File: config.mk
export PLATFORM = sky130hd
export DESIGN_NAME = periph_top
export DESIGN_NICKNAME = d
export VERILOG_FILES = /design/src/rtl/periph_pkg.sv /design/src/rtl/reg_fabric.sv /design/src/rtl/timer_unit.sv /design/src/rtl/plic_core.sv /design/src/rtl/periph_top.sv
export SDC_FILE = /design/constraint.sdc
export NUM_CORES = 1
export LEC_CHECK = 0
export BUFFER_PORTS_ARGS = -buffer_cell sky130_fd_sc_hd__clkbuf_2
export CAP_MARGIN = 15
export CORE_MARGIN = 2
export CORE_UTILIZATION = 25
export CTS_CLUSTER_DIAMETER = 100
export DETAILED_ROUTE_END_ITERATION = 10
export PLACE_DENSITY_LB_ADDON = 0.25
export SLEW_MARGIN = 20
export SYNTH_ARGS = -nofsm -noshare
export SYNTH_HDL_FRONTEND = slang
export SYNTH_SLANG_ARGS = --single-unit
File: constraint.sdc
create_clock -name clk_i -period 18.2 [get_ports clk_i]
set_input_delay 4.55 -clock clk_i [delete_from_list [all_inputs] [get_ports clk_i]]
set_output_delay 4.55 -clock clk_i [all_outputs]
set_load 0.1 [all_outputs]
File: src/rtl/periph_pkg.sv
// ------------------------------------------------------------
// peripheral subsystem package
// bus widths, window decode, interrupt counts and the
// register offsets shared by the fabric, timer and PLIC
// ------------------------------------------------------------
`default_nettype none

package periph_pkg;

    // ------------------------------------------------------------
    // bus
    // ------------------------------------------------------------
    localparam int AddrWidth = 12;
    localparam int DataWidth = 32;
    localparam int OffWidth  = 8;
    localparam int WinWidth  = AddrWidth - OffWidth;

    typedef logic [AddrWidth-1:0] reg_addr_t;
    typedef logic [DataWidth-1:0] reg_data_t;
    typedef logic [OffWidth-1:0]  reg_off_t;

    // upper address nibble picks the slave
    typedef enum logic [WinWidth-1:0] {
        win_timer = 4'h0,
        win_plic  = 4'h1,
        win_none  = 4'hf
    } reg_window_e;

    // filler word for disabled slaves and bad offsets
    localparam reg_data_t ErrData = 32'hdeadbeef;

    // ------------------------------------------------------------
    // timer and interrupt sizes
    // ------------------------------------------------------------
    localparam int NumTimers   = 2;
    localparam int NumExtIrq   = 2;
    localparam int NumSources  = NumExtIrq + NumTimers;
    localparam int NumTargets  = 2;
    localparam int MaxPriority = 7;
    localparam int PrioWidth   = $clog2(MaxPriority + 1);
    localparam int SrcIdWidth  = $clog2(NumSources + 1);

    typedef logic [PrioWidth-1:0]  prio_t;
    typedef logic [SrcIdWidth-1:0] src_id_t;
    typedef logic [NumSources-1:0] src_vec_t;
    typedef logic [NumTargets-1:0] tgt_vec_t;

    // timer register within a 16 byte channel slot
    typedef enum logic [1:0] {
        tmr_ctrl = 2'd0,
        tmr_cmp  = 2'd1,
        tmr_cnt  = 2'd2
    } tmr_reg_e;

    // PLIC map
    localparam reg_off_t PlicPendOff   = 8'h20;
    localparam reg_off_t PlicEnBase    = 8'h40;
    localparam reg_off_t PlicThBase    = 8'h80;
    localparam reg_off_t PlicClaimBase = 8'h84;
    localparam int       PlicEnStride  = 4;
    localparam int       PlicCtxStride = 8;

endpackage

`default_nettype wire

File: src/rtl/reg_fabric.sv
// ------------------------------------------------------------
// register fabric
// decodes the address window, strobes one peripheral and
// merges the registered results into the bus response
// ------------------------------------------------------------
`default_nettype none

module reg_fabric (
    input  logic                  clk_i,
    input  logic                  rst_n_i,
    input  logic                  req_valid_i,
    input  logic                  req_write_i,
    input  periph_pkg::reg_addr_t req_addr_i,
    input  periph_pkg::reg_data_t req_wdata_i,
    output logic                  sel_timer_o,
    output logic                  sel_plic_o,
    output logic                  wr_o,
    output periph_pkg::reg_off_t  off_o,
    output periph_pkg::reg_data_t wdata_o,
    input  periph_pkg::reg_data_t timer_rdata_i,
    input  periph_pkg::reg_data_t plic_rdata_i,
    input  logic                  timer_err_i,
    input  logic                  plic_err_i,
    output logic                  rsp_valid_o,
    output periph_pkg::reg_data_t rsp_rdata_o,
    output logic                  rsp_err_o
);
    import periph_pkg::*;

    reg_window_e win_d;
    reg_window_e win_q;
    logic        err_mux;

    // ------------------------------------------------------------
    // request side
    // ------------------------------------------------------------
    always_comb begin
        case (req_addr_i[AddrWidth-1:OffWidth])
            win_timer: win_d = win_timer;
            win_plic:  win_d = win_plic;
            default:   win_d = win_none;
        endcase
    end

    assign sel_timer_o = req_valid_i && (win_d == win_timer);
    assign sel_plic_o  = req_valid_i && (win_d == win_plic);
    assign wr_o        = req_write_i;
    assign off_o       = req_addr_i[OffWidth-1:0];
    assign wdata_o     = req_wdata_i;

    // ------------------------------------------------------------
    // response side
    // ------------------------------------------------------------
    always_ff @(posedge clk_i or negedge rst_n_i) begin
        if (!rst_n_i) begin
            rsp_valid_o <= 1'b0;
            win_q       <= win_timer;
        end else begin
            rsp_valid_o <= req_valid_i;
            if (req_valid_i) begin
                win_q <= win_d;
            end
        end
    end

    // a miss answers with the filler word
    always_comb begin
        rsp_rdata_o = ErrData;
        err_mux     = 1'b1;
        case (win_q)
            win_timer: begin
                rsp_rdata_o = timer_rdata_i;
                err_mux     = timer_err_i;
            end
            win_plic: begin
                rsp_rdata_o = plic_rdata_i;
                err_mux     = plic_err_i;
            end
            default: ;
        endcase
    end

    assign rsp_err_o = rsp_valid_o & err_mux;

    // one-hot slave select
    assert property (@(posedge clk_i) disable iff (!rst_n_i)
        !(sel_timer_o && sel_plic_o));

endmodule

`default_nettype wire

File: src/rtl/timer_unit.sv
// ------------------------------------------------------------
// compare timer block
// free running counters with compare match events, one
// register slot of 16 bytes per channel
// ------------------------------------------------------------
`default_nettype none

module timer_unit (
    input  logic                                clk_i,
    input  logic                                rst_n_i,
    input  logic                                sel_i,
    input  logic                                wr_i,
    input  periph_pkg::reg_off_t                off_i,
    input  periph_pkg::reg_data_t               wdata_i,
    output periph_pkg::reg_data_t               rdata_o,
    output logic                                err_o,
    output logic [periph_pkg::NumTimers-1:0]    evt_o
);
    import periph_pkg::*;

    logic [NumTimers-1:0] en_q;
    reg_data_t            cmp_q [NumTimers];
    reg_data_t            cnt_q [NumTimers];

    logic [NumTimers-1:0] ctrl_we;
    logic [NumTimers-1:0] cmp_we;
    logic [NumTimers-1:0] cnt_we;
    reg_data_t            rdata_d;
    logic                 err_d;

    // ------------------------------------------------------------
    // register decode
    // ------------------------------------------------------------
    always_comb begin
        rdata_d = ErrData;
        err_d   = 1'b1;
        ctrl_we = '0;
        cmp_we  = '0;
        cnt_we  = '0;
        for (int c = 0; c < NumTimers; c++) begin
            // channel in bits 7..4, word aligned only
            if (int'(off_i[7:4]) == c && off_i[1:0] == 2'b00) begin
                case (tmr_reg_e'(off_i[3:2]))
                    tmr_ctrl: begin
                        rdata_d    = reg_data_t'(en_q[c]);
                        err_d      = 1'b0;
                        ctrl_we[c] = sel_i & wr_i;
                    end
                    tmr_cmp: begin
                        rdata_d   = cmp_q[c];
                        err_d     = 1'b0;
                        cmp_we[c] = sel_i & wr_i;
                    end
                    tmr_cnt: begin
                        rdata_d   = cnt_q[c];
                        err_d     = 1'b0;
                        cnt_we[c] = sel_i & wr_i;
                    end
                    default: ;
                endcase
            end
        end
    end

    // ------------------------------------------------------------
    // counters
    // ------------------------------------------------------------
    always_ff @(posedge clk_i or negedge rst_n_i) begin
        if (!rst_n_i) begin
            en_q    <= '0;
            evt_o   <= '0;
            rdata_o <= '0;
            err_o   <= 1'b0;
            for (int c = 0; c < NumTimers; c++) begin
                cmp_q[c] <= '0;
                cnt_q[c] <= '0;
            end
        end else begin
            for (int c = 0; c < NumTimers; c++) begin
                evt_o[c] <= en_q[c] && (cnt_q[c] == cmp_q[c]);
                // bus write wins over the increment
                if (cnt_we[c]) begin
                    cnt_q[c] <= wdata_i;
                end else if (en_q[c]) begin
                    cnt_q[c] <= (cnt_q[c] == cmp_q[c]) ? '0 : cnt_q[c] + 1'b1;
                end
                if (ctrl_we[c]) begin
                    en_q[c] <= wdata_i[0];
                end
                if (cmp_we[c]) begin
                    cmp_q[c] <= wdata_i;
                end
            end
            if (sel_i) begin
                rdata_o <= rdata_d;
                err_o   <= err_d;
            end
        end
    end

    // a match event comes only from a running channel
    for (genvar c = 0; c < NumTimers; c++) begin : g_evt_chk
        assert property (@(posedge clk_i) disable iff (!rst_n_i)
            evt_o[c] |-> $past(en_q[c]));
    end

endmodule

`default_nettype wire

File: src/rtl/plic_core.sv
// ------------------------------------------------------------
// platform interrupt controller
// level gateways, per target priority arbitration with
// threshold, and claim/complete handling
// ------------------------------------------------------------
`default_nettype none

module plic_core (
    input  logic                  clk_i,
    input  logic                  rst_n_i,
    input  logic                  sel_i,
    input  logic                  wr_i,
    input  periph_pkg::reg_off_t  off_i,
    input  periph_pkg::reg_data_t wdata_i,
    output periph_pkg::reg_data_t rdata_o,
    output logic                  err_o,
    input  periph_pkg::src_vec_t  src_i,
    output periph_pkg::tgt_vec_t  irq_o
);
    import periph_pkg::*;

    // ------------------------------------------------------------
    // state
    // ------------------------------------------------------------
    prio_t    prio_q [NumSources];
    src_vec_t pend_q;
    src_vec_t busy_q;
    src_vec_t en_q   [NumTargets];
    prio_t    thr_q  [NumTargets];

    src_id_t  win_id   [NumTargets];
    prio_t    win_prio [NumTargets];

    src_vec_t  prio_we;
    tgt_vec_t  en_we;
    tgt_vec_t  thr_we;
    tgt_vec_t  claim_re;
    tgt_vec_t  cmpl_we;
    src_vec_t  claim_mask;
    src_vec_t  cmpl_mask;
    reg_data_t rdata_d;
    logic      err_d;

    // ------------------------------------------------------------
    // arbitration
    // ------------------------------------------------------------
    // strict compare in ascending order, so ties go to the lower id
    always_comb begin
        for (int t = 0; t < NumTargets; t++) begin
            win_id[t]   = '0;
            win_prio[t] = thr_q[t];
            for (int s = 0; s < NumSources; s++) begin
                if (pend_q[s] && en_q[t][s] && prio_q[s] > win_prio[t]) begin
                    win_id[t]   = src_id_t'(s + 1);
                    win_prio[t] = prio_q[s];
                end
            end
        end
    end

    // ------------------------------------------------------------
    // register decode
    // ------------------------------------------------------------
    always_comb begin
        rdata_d  = '0;
        err_d    = 1'b1;
        prio_we  = '0;
        en_we    = '0;
        thr_we   = '0;
        claim_re = '0;
        cmpl_we  = '0;
        // source ids start at 1, so offset 0 stays unmapped
        for (int s = 0; s < NumSources; s++) begin
            if (off_i == reg_off_t'(4 * (s + 1))) begin
                rdata_d    = reg_data_t'(prio_q[s]);
                err_d      = 1'b0;
                prio_we[s] = sel_i & wr_i;
            end
        end
        if (off_i == PlicPendOff) begin
            rdata_d = reg_data_t'(pend_q);
            err_d   = wr_i;
        end
        for (int t = 0; t < NumTargets; t++) begin
            if (off_i == PlicEnBase + reg_off_t'(PlicEnStride * t)) begin
                rdata_d  = reg_data_t'(en_q[t]);
                err_d    = 1'b0;
                en_we[t] = sel_i & wr_i;
            end
            if (off_i == PlicThBase + reg_off_t'(PlicCtxStride * t)) begin
                rdata_d   = reg_data_t'(thr_q[t]);
                err_d     = 1'b0;
                thr_we[t] = sel_i & wr_i;
            end
            if (off_i == PlicClaimBase + reg_off_t'(PlicCtxStride * t)) begin
                rdata_d     = reg_data_t'(win_id[t]);
                err_d       = 1'b0;
                claim_re[t] = sel_i & !wr_i;
                cmpl_we[t]  = sel_i & wr_i;
            end
        end
        if (err_d) begin
            rdata_d = ErrData;
        end
    end

    // claimed and completed ids as source masks
    always_comb begin
        claim_mask = '0;
        cmpl_mask  = '0;
        for (int t = 0; t < NumTargets; t++) begin
            for (int s = 0; s < NumSources; s++) begin
                if (claim_re[t] && win_id[t] == src_id_t'(s + 1)) begin
                    claim_mask[s] = 1'b1;
                end
                if (cmpl_we[t] && wdata_i == reg_data_t'(s + 1)) begin
                    cmpl_mask[s] = 1'b1;
                end
            end
        end
    end

    // ------------------------------------------------------------
    // gateway, config and outputs
    // ------------------------------------------------------------
    always_ff @(posedge clk_i or negedge rst_n_i) begin
        if (!rst_n_i) begin
            pend_q  <= '0;
            busy_q  <= '0;
            irq_o   <= '0;
            rdata_o <= '0;
            err_o   <= 1'b0;
            for (int s = 0; s < NumSources; s++) begin
                prio_q[s] <= '0;
            end
            for (int t = 0; t < NumTargets; t++) begin
                en_q[t]  <= '0;
                thr_q[t] <= '0;
            end
        end else begin
            // in-service sources are masked until completed
            pend_q <= (pend_q | (src_i & ~busy_q)) & ~claim_mask;
            busy_q <= (busy_q | claim_mask) & ~cmpl_mask;
            for (int s = 0; s < NumSources; s++) begin
                if (prio_we[s]) begin
                    prio_q[s] <= wdata_i[PrioWidth-1:0];
                end
            end
            for (int t = 0; t < NumTargets; t++) begin
                irq_o[t] <= (win_id[t] != '0);
                if (en_we[t]) begin
                    en_q[t] <= wdata_i[NumSources-1:0];
                end
                if (thr_we[t]) begin
                    thr_q[t] <= wdata_i[PrioWidth-1:0];
                end
            end
            if (sel_i) begin
                rdata_o <= rdata_d;
                err_o   <= err_d;
            end
        end
    end

    // a claim answers with a real source id or none
    assert property (@(posedge clk_i) disable iff (!rst_n_i)
        |claim_re |=> rdata_o <= reg_data_t'(NumSources));

endmodule

`default_nettype wire

File: src/rtl/periph_top.sv
// ------------------------------------------------------------
// peripheral subsystem top
// register fabric with a compare timer and a PLIC side by side
// ------------------------------------------------------------
`default_nettype none

module periph_top (
    input  logic                             clk_i,
    input  logic                             rst_n_i,
    input  logic                             req_valid_i,
    input  logic                             req_write_i,
    input  periph_pkg::reg_addr_t            req_addr_i,
    input  periph_pkg::reg_data_t            req_wdata_i,
    output logic                             rsp_valid_o,
    output periph_pkg::reg_data_t            rsp_rdata_o,
    output logic                             rsp_err_o,
    input  logic [periph_pkg::NumExtIrq-1:0] ext_irq_i,
    output periph_pkg::tgt_vec_t             irq_o
);
    import periph_pkg::*;

    logic                 sel_timer;
    logic                 sel_plic;
    logic                 wr;
    reg_off_t             off;
    reg_data_t            wdata;
    reg_data_t            timer_rdata;
    reg_data_t            plic_rdata;
    logic                 timer_err;
    logic                 plic_err;
    logic [NumTimers-1:0] timer_evt;

    reg_fabric i_reg_fabric (
        .clk_i         ( clk_i       ),
        .rst_n_i       ( rst_n_i     ),
        .req_valid_i   ( req_valid_i ),
        .req_write_i   ( req_write_i ),
        .req_addr_i    ( req_addr_i  ),
        .req_wdata_i   ( req_wdata_i ),
        .sel_timer_o   ( sel_timer   ),
        .sel_plic_o    ( sel_plic    ),
        .wr_o          ( wr          ),
        .off_o         ( off         ),
        .wdata_o       ( wdata       ),
        .timer_rdata_i ( timer_rdata ),
        .plic_rdata_i  ( plic_rdata  ),
        .timer_err_i   ( timer_err   ),
        .plic_err_i    ( plic_err    ),
        .rsp_valid_o   ( rsp_valid_o ),
        .rsp_rdata_o   ( rsp_rdata_o ),
        .rsp_err_o     ( rsp_err_o   )
    );

    timer_unit i_timer (
        .clk_i   ( clk_i       ),
        .rst_n_i ( rst_n_i     ),
        .sel_i   ( sel_timer   ),
        .wr_i    ( wr          ),
        .off_i   ( off         ),
        .wdata_i ( wdata       ),
        .rdata_o ( timer_rdata ),
        .err_o   ( timer_err   ),
        .evt_o   ( timer_evt   )
    );

    // external lines are sources 1..2, timer channels 3..4
    plic_core i_plic (
        .clk_i   ( clk_i                  ),
        .rst_n_i ( rst_n_i                ),
        .sel_i   ( sel_plic               ),
        .wr_i    ( wr                     ),
        .off_i   ( off                    ),
        .wdata_i ( wdata                  ),
        .rdata_o ( plic_rdata             ),
        .err_o   ( plic_err               ),
        .src_i   ( {timer_evt, ext_irq_i} ),
        .irq_o   ( irq_o                  )
    );

endmodule

`default_nettype wire

==> impl_metrics.csv <==
group,metric,value,unit
timing,rsz0062_at_grt,"no",
power,p_clk_share,44.5,%
global_routing,grt_pass1_vias,10916,
synth,synthArstFlopShare,100,%
worst_setup_path,crit_family,"compound AO/OA/AOI/OAI gates",
synth,postSynthAreaPerCell,8.89,µm²
synth,ys.flop_type,"dfrtp_1",
worst_setup_path,required,13.65,ns
worst_setup_path,worstSetupPathType,"flop to primary output",
global_routing,grt_start_max_net_pins,77,
clock_tree,clk_latency,0.54,ns
min_path,holdPathStages,1,
timing,finalSetupViolations,0,
global_routing,grt_overflow,0,
timing,skew,0.0200,ns
timing,final.period_utilization,39.8,%
routing,drt_pre_antenna_iters,6,
floorplan,dieArea,53300,µm²
routing,wirelength,47.8,mm
floorplan,ioPinCount,86,
synth,synthTopCellsByArea,"dfrtp_1, mux2_2, xor2_1",
floorplan,die_y,231,µm
power,powerDensity,79.1,nW/µm²
synth,yosysTopAreaCell,"dfrtp_1",
timing,slew_viol_final,0,
synth,synthCells,1446,
layout,nets,1549,
synth,synth_cell_types,75,
power,total_power,1.16,mW
synth,netlist.area_leader.share,40.7,%
power,power_leakage,6.29,nW
global_routing,grt_usage,17.7,%
power,p_switching,330,µW
clock_tree,clock-sinks,209,
timing,layout_setup_ws,10.96,ns
worst_setup_path,cp_slowest_cell,"a21oi_2",
timing,hold_viol_final,0,
routing,wl_per_cell,22.0,µm
floorplan,initial_core_util,25.2,%
power,combPwrFrac,11.5,%
power,p_int,835,µW
synth,yosys_warnings,0,
placement,gp_congestion,0.944,
outcome,outcome,"finished clean",
clock_tree,cts.htree.levels,1,
power,seqPwrFrac,44.0,%
global_routing,grt_pass1_wl,71.8,mm
worst_setup_path,reg2reg_depth,27,
min_path,hold_path_class,"flop to flop",
routing,antenna_left,0,
clock_tree,cts_tree,"built",
worst_setup_path,worst-path-buf-inv,1,
clock_tree,clock_path_buffers,3,
layout,layout-drive-gt1-share,17.7,%
timing,fin_setup_tns,0,ns
clock_tree,post_cts_resized,0,
timing,slew_headroom,28.8,%
routing,viasPerCell,5.23,
worst_setup_path,start_kind,"flop",
floorplan,core-area,51100,µm²
job,cap_viol_max_count,0,
power,peakVddDrop,0.0530,mV
worst_setup_path,crit_path_max_fanout,21,
synth,synth_edf_count,0,
clock_tree,cts_buffers,25,
synth,synth_seq_area_share,40.7,%
layout,syn_to_final_growth,14.6,%
layout,stdcell_count,2174,
timing,period_minus_slack,7.24,ns
placement,io_buffers,85,
synth,ys_seq_elements,209,
floorplan,die_w,231,µm
layout,final_util,28.8,%
clock_tree,post_cts_buffers,0,
synth,synth_area,12900,µm²
routing,route.detailed.drc,0,
timing,max_freq,138,MHz
routing,vias,11372,
worst_setup_path,cp.arrival,2.69,ns
placement,dp_hpwl,34.9,mm
routing,initialDrtViolationCount,990,
power,sw_frac_of_total,28.3,%
clock_tree,cts.clk_slew.worst_paths,0.07,ns
clock_tree,ctsHoldBuffers,0,
global_routing,antenna_found_initial,3,
placement,numPlacedInstances,2130,
clock_tree,clock-root-buffer,"clkbuf_16",
worst_setup_path,worstSetupEndpointType,"primary output",
placement,dp_slack,10.50,ns
floorplan,rows,83,
worst_setup_path,worst-path-stages,3,
timing,tightest_slew,1.07,ns
synth,synth_nets,1518,
worst_setup_path,critical_path.max_stage_delay,0.76,ns
worst_setup_path,crit_chain,"a21oi_2 > o21ai_0 > clkbuf_2",
==> stage by stage <==
step	area, µm²	hold WS (ns)
after floorplan	12900	0.442
after global placement	13900	0.458
after detailed placement	13900	0.461
after CTS	14700	0.476
after global routing	14700	0.497
final	14700	0.469
==> flip-flops by register name, indices dropped and copies added, names as in the netlist <==
signal                    flops
i_plic.irq_o                  2
i_plic.en_q                   8
i_plic.busy_q                 4
i_timer.cnt_q                64
i_timer.cmp_q                64
i_plic.thr_q                  6
i_timer.rdata_o              32
i_plic.prio_q                12
i_timer.err_o                 1
i_plic.rdata_o                5
i_timer.evt_o                 2
i_reg_fabric.rsp_valid_o      1
i_timer.en_q                  2
i_reg_fabric.win_q            2
i_plic.pend_q                 4
==> placed cells by master (no fill, tap or decap), types with 8 or more instances in the layout <==
master / instances
a21oi_1: 105
a221oi_1: 13
a22o_1: 8
a31oi_1: 13
and2_1: 17
and3_1: 18
buf_4: 17
clkbuf_1: 10
clkbuf_16: 25
clkbuf_2: 83
dfrtp_1: 209
ha_1: 22
inv_1: 51
mux2_2: 92
nand2_1: 120
nand2b_1: 10
nand3_1: 35
nand4_1: 19
nor2_1: 148
nor2b_1: 11
nor3_1: 25
nor3b_1: 16
nor4_1: 30
o21ai_0: 141
o21ai_1: 8
o221ai_1: 22
xor2_1: 82
==> worst paths after layout <==
kind	start	endpoint	slack [ns]
max	i_reg_fabric.win_q[2]$_DFFE_PN0P_	rsp_rdata_o[31]	10.96
min	i_timer.rdata_o[0]$_DFFE_PN0P_	i_timer.rdata_o[0]$_DFFE_PN0P_	0.47
max reg2reg	i_plic.prio_q[10]$_DFFE_PN0P_	i_plic.rdata_o[0]$_DFFE_PN0P_	11.19
min reg2reg	i_timer.rdata_o[0]$_DFFE_PN0P_	i_timer.rdata_o[0]$_DFFE_PN0P_	0.47
max in group asynchronous	rst_n_i	i_timer.rdata_o[11]$_DFFE_PN0P_	12.76
min in group asynchronous	rst_n_i	i_plic.irq_o[0]$_DFF_PN0_	4.02
==> cells in the mapped netlist, types with 14 or more instances <==
master and n:
dfrtp_1 209, nor2_1 149, o21ai_0 141, nand2_1 120
a21oi_1 106, mux2_2 92, xor2_1 82, clkbuf_1 74
inv_1 51, nand3_1 35, nor4_1 30, nor3_1 26
ha_1 22, o221ai_1 22, nand4_1 19, and3_1 18
and2_1 17, nor3b_1 16, buf_2 14
==> logic make-up (layout without fill, tap and decap cells) <==
logic type	after synthesis	after routing	share of synthesized area [%]
simple gates	497	497	19.8
compound gates	383	383	18.3
xor+xnor	89	89	6.06
flops	209	209	40.7
buf+inv	148	195	4.51
mux	98	98	8.54
other cells	0	1	0
fa+ha+maj	22	22	2.14
==> power by group through the flow <==
stage               logic, mW  clock network (mW)  registers (mW)
finish                  0.134               0.518           0.513
global route            0.147               0.551           0.516
CTS                     0.136               0.530           0.512
detailed placement      0.135                   0           0.521
global placement        0.134                   0           0.521
floorplan              0.0819                   0           0.511
==> layout make-up <==
cell class | instances | area, µm²
fill | 5529 | 36400
multi-input combinational | 1089 | 7080
sequential | 209 | 5230
tap | 680 | 851
clock buffer | 39 | 718
timing repair buffer | 101 | 558
inverter | 51 | 191
clock inverter | 4 | 95.1
antenna | 1 | 2.50
==> per-layer routing <==
layer  global-route usage, %  vias up  wire, µm
met2                    29.7      359     22700
met4                    4.82        6      1390
met3                    2.57       85      2510
met1                    23.7     5659     21100
li1                        -     5263         -
met5                       0        -        37
(Power assumes the default switching activity.)
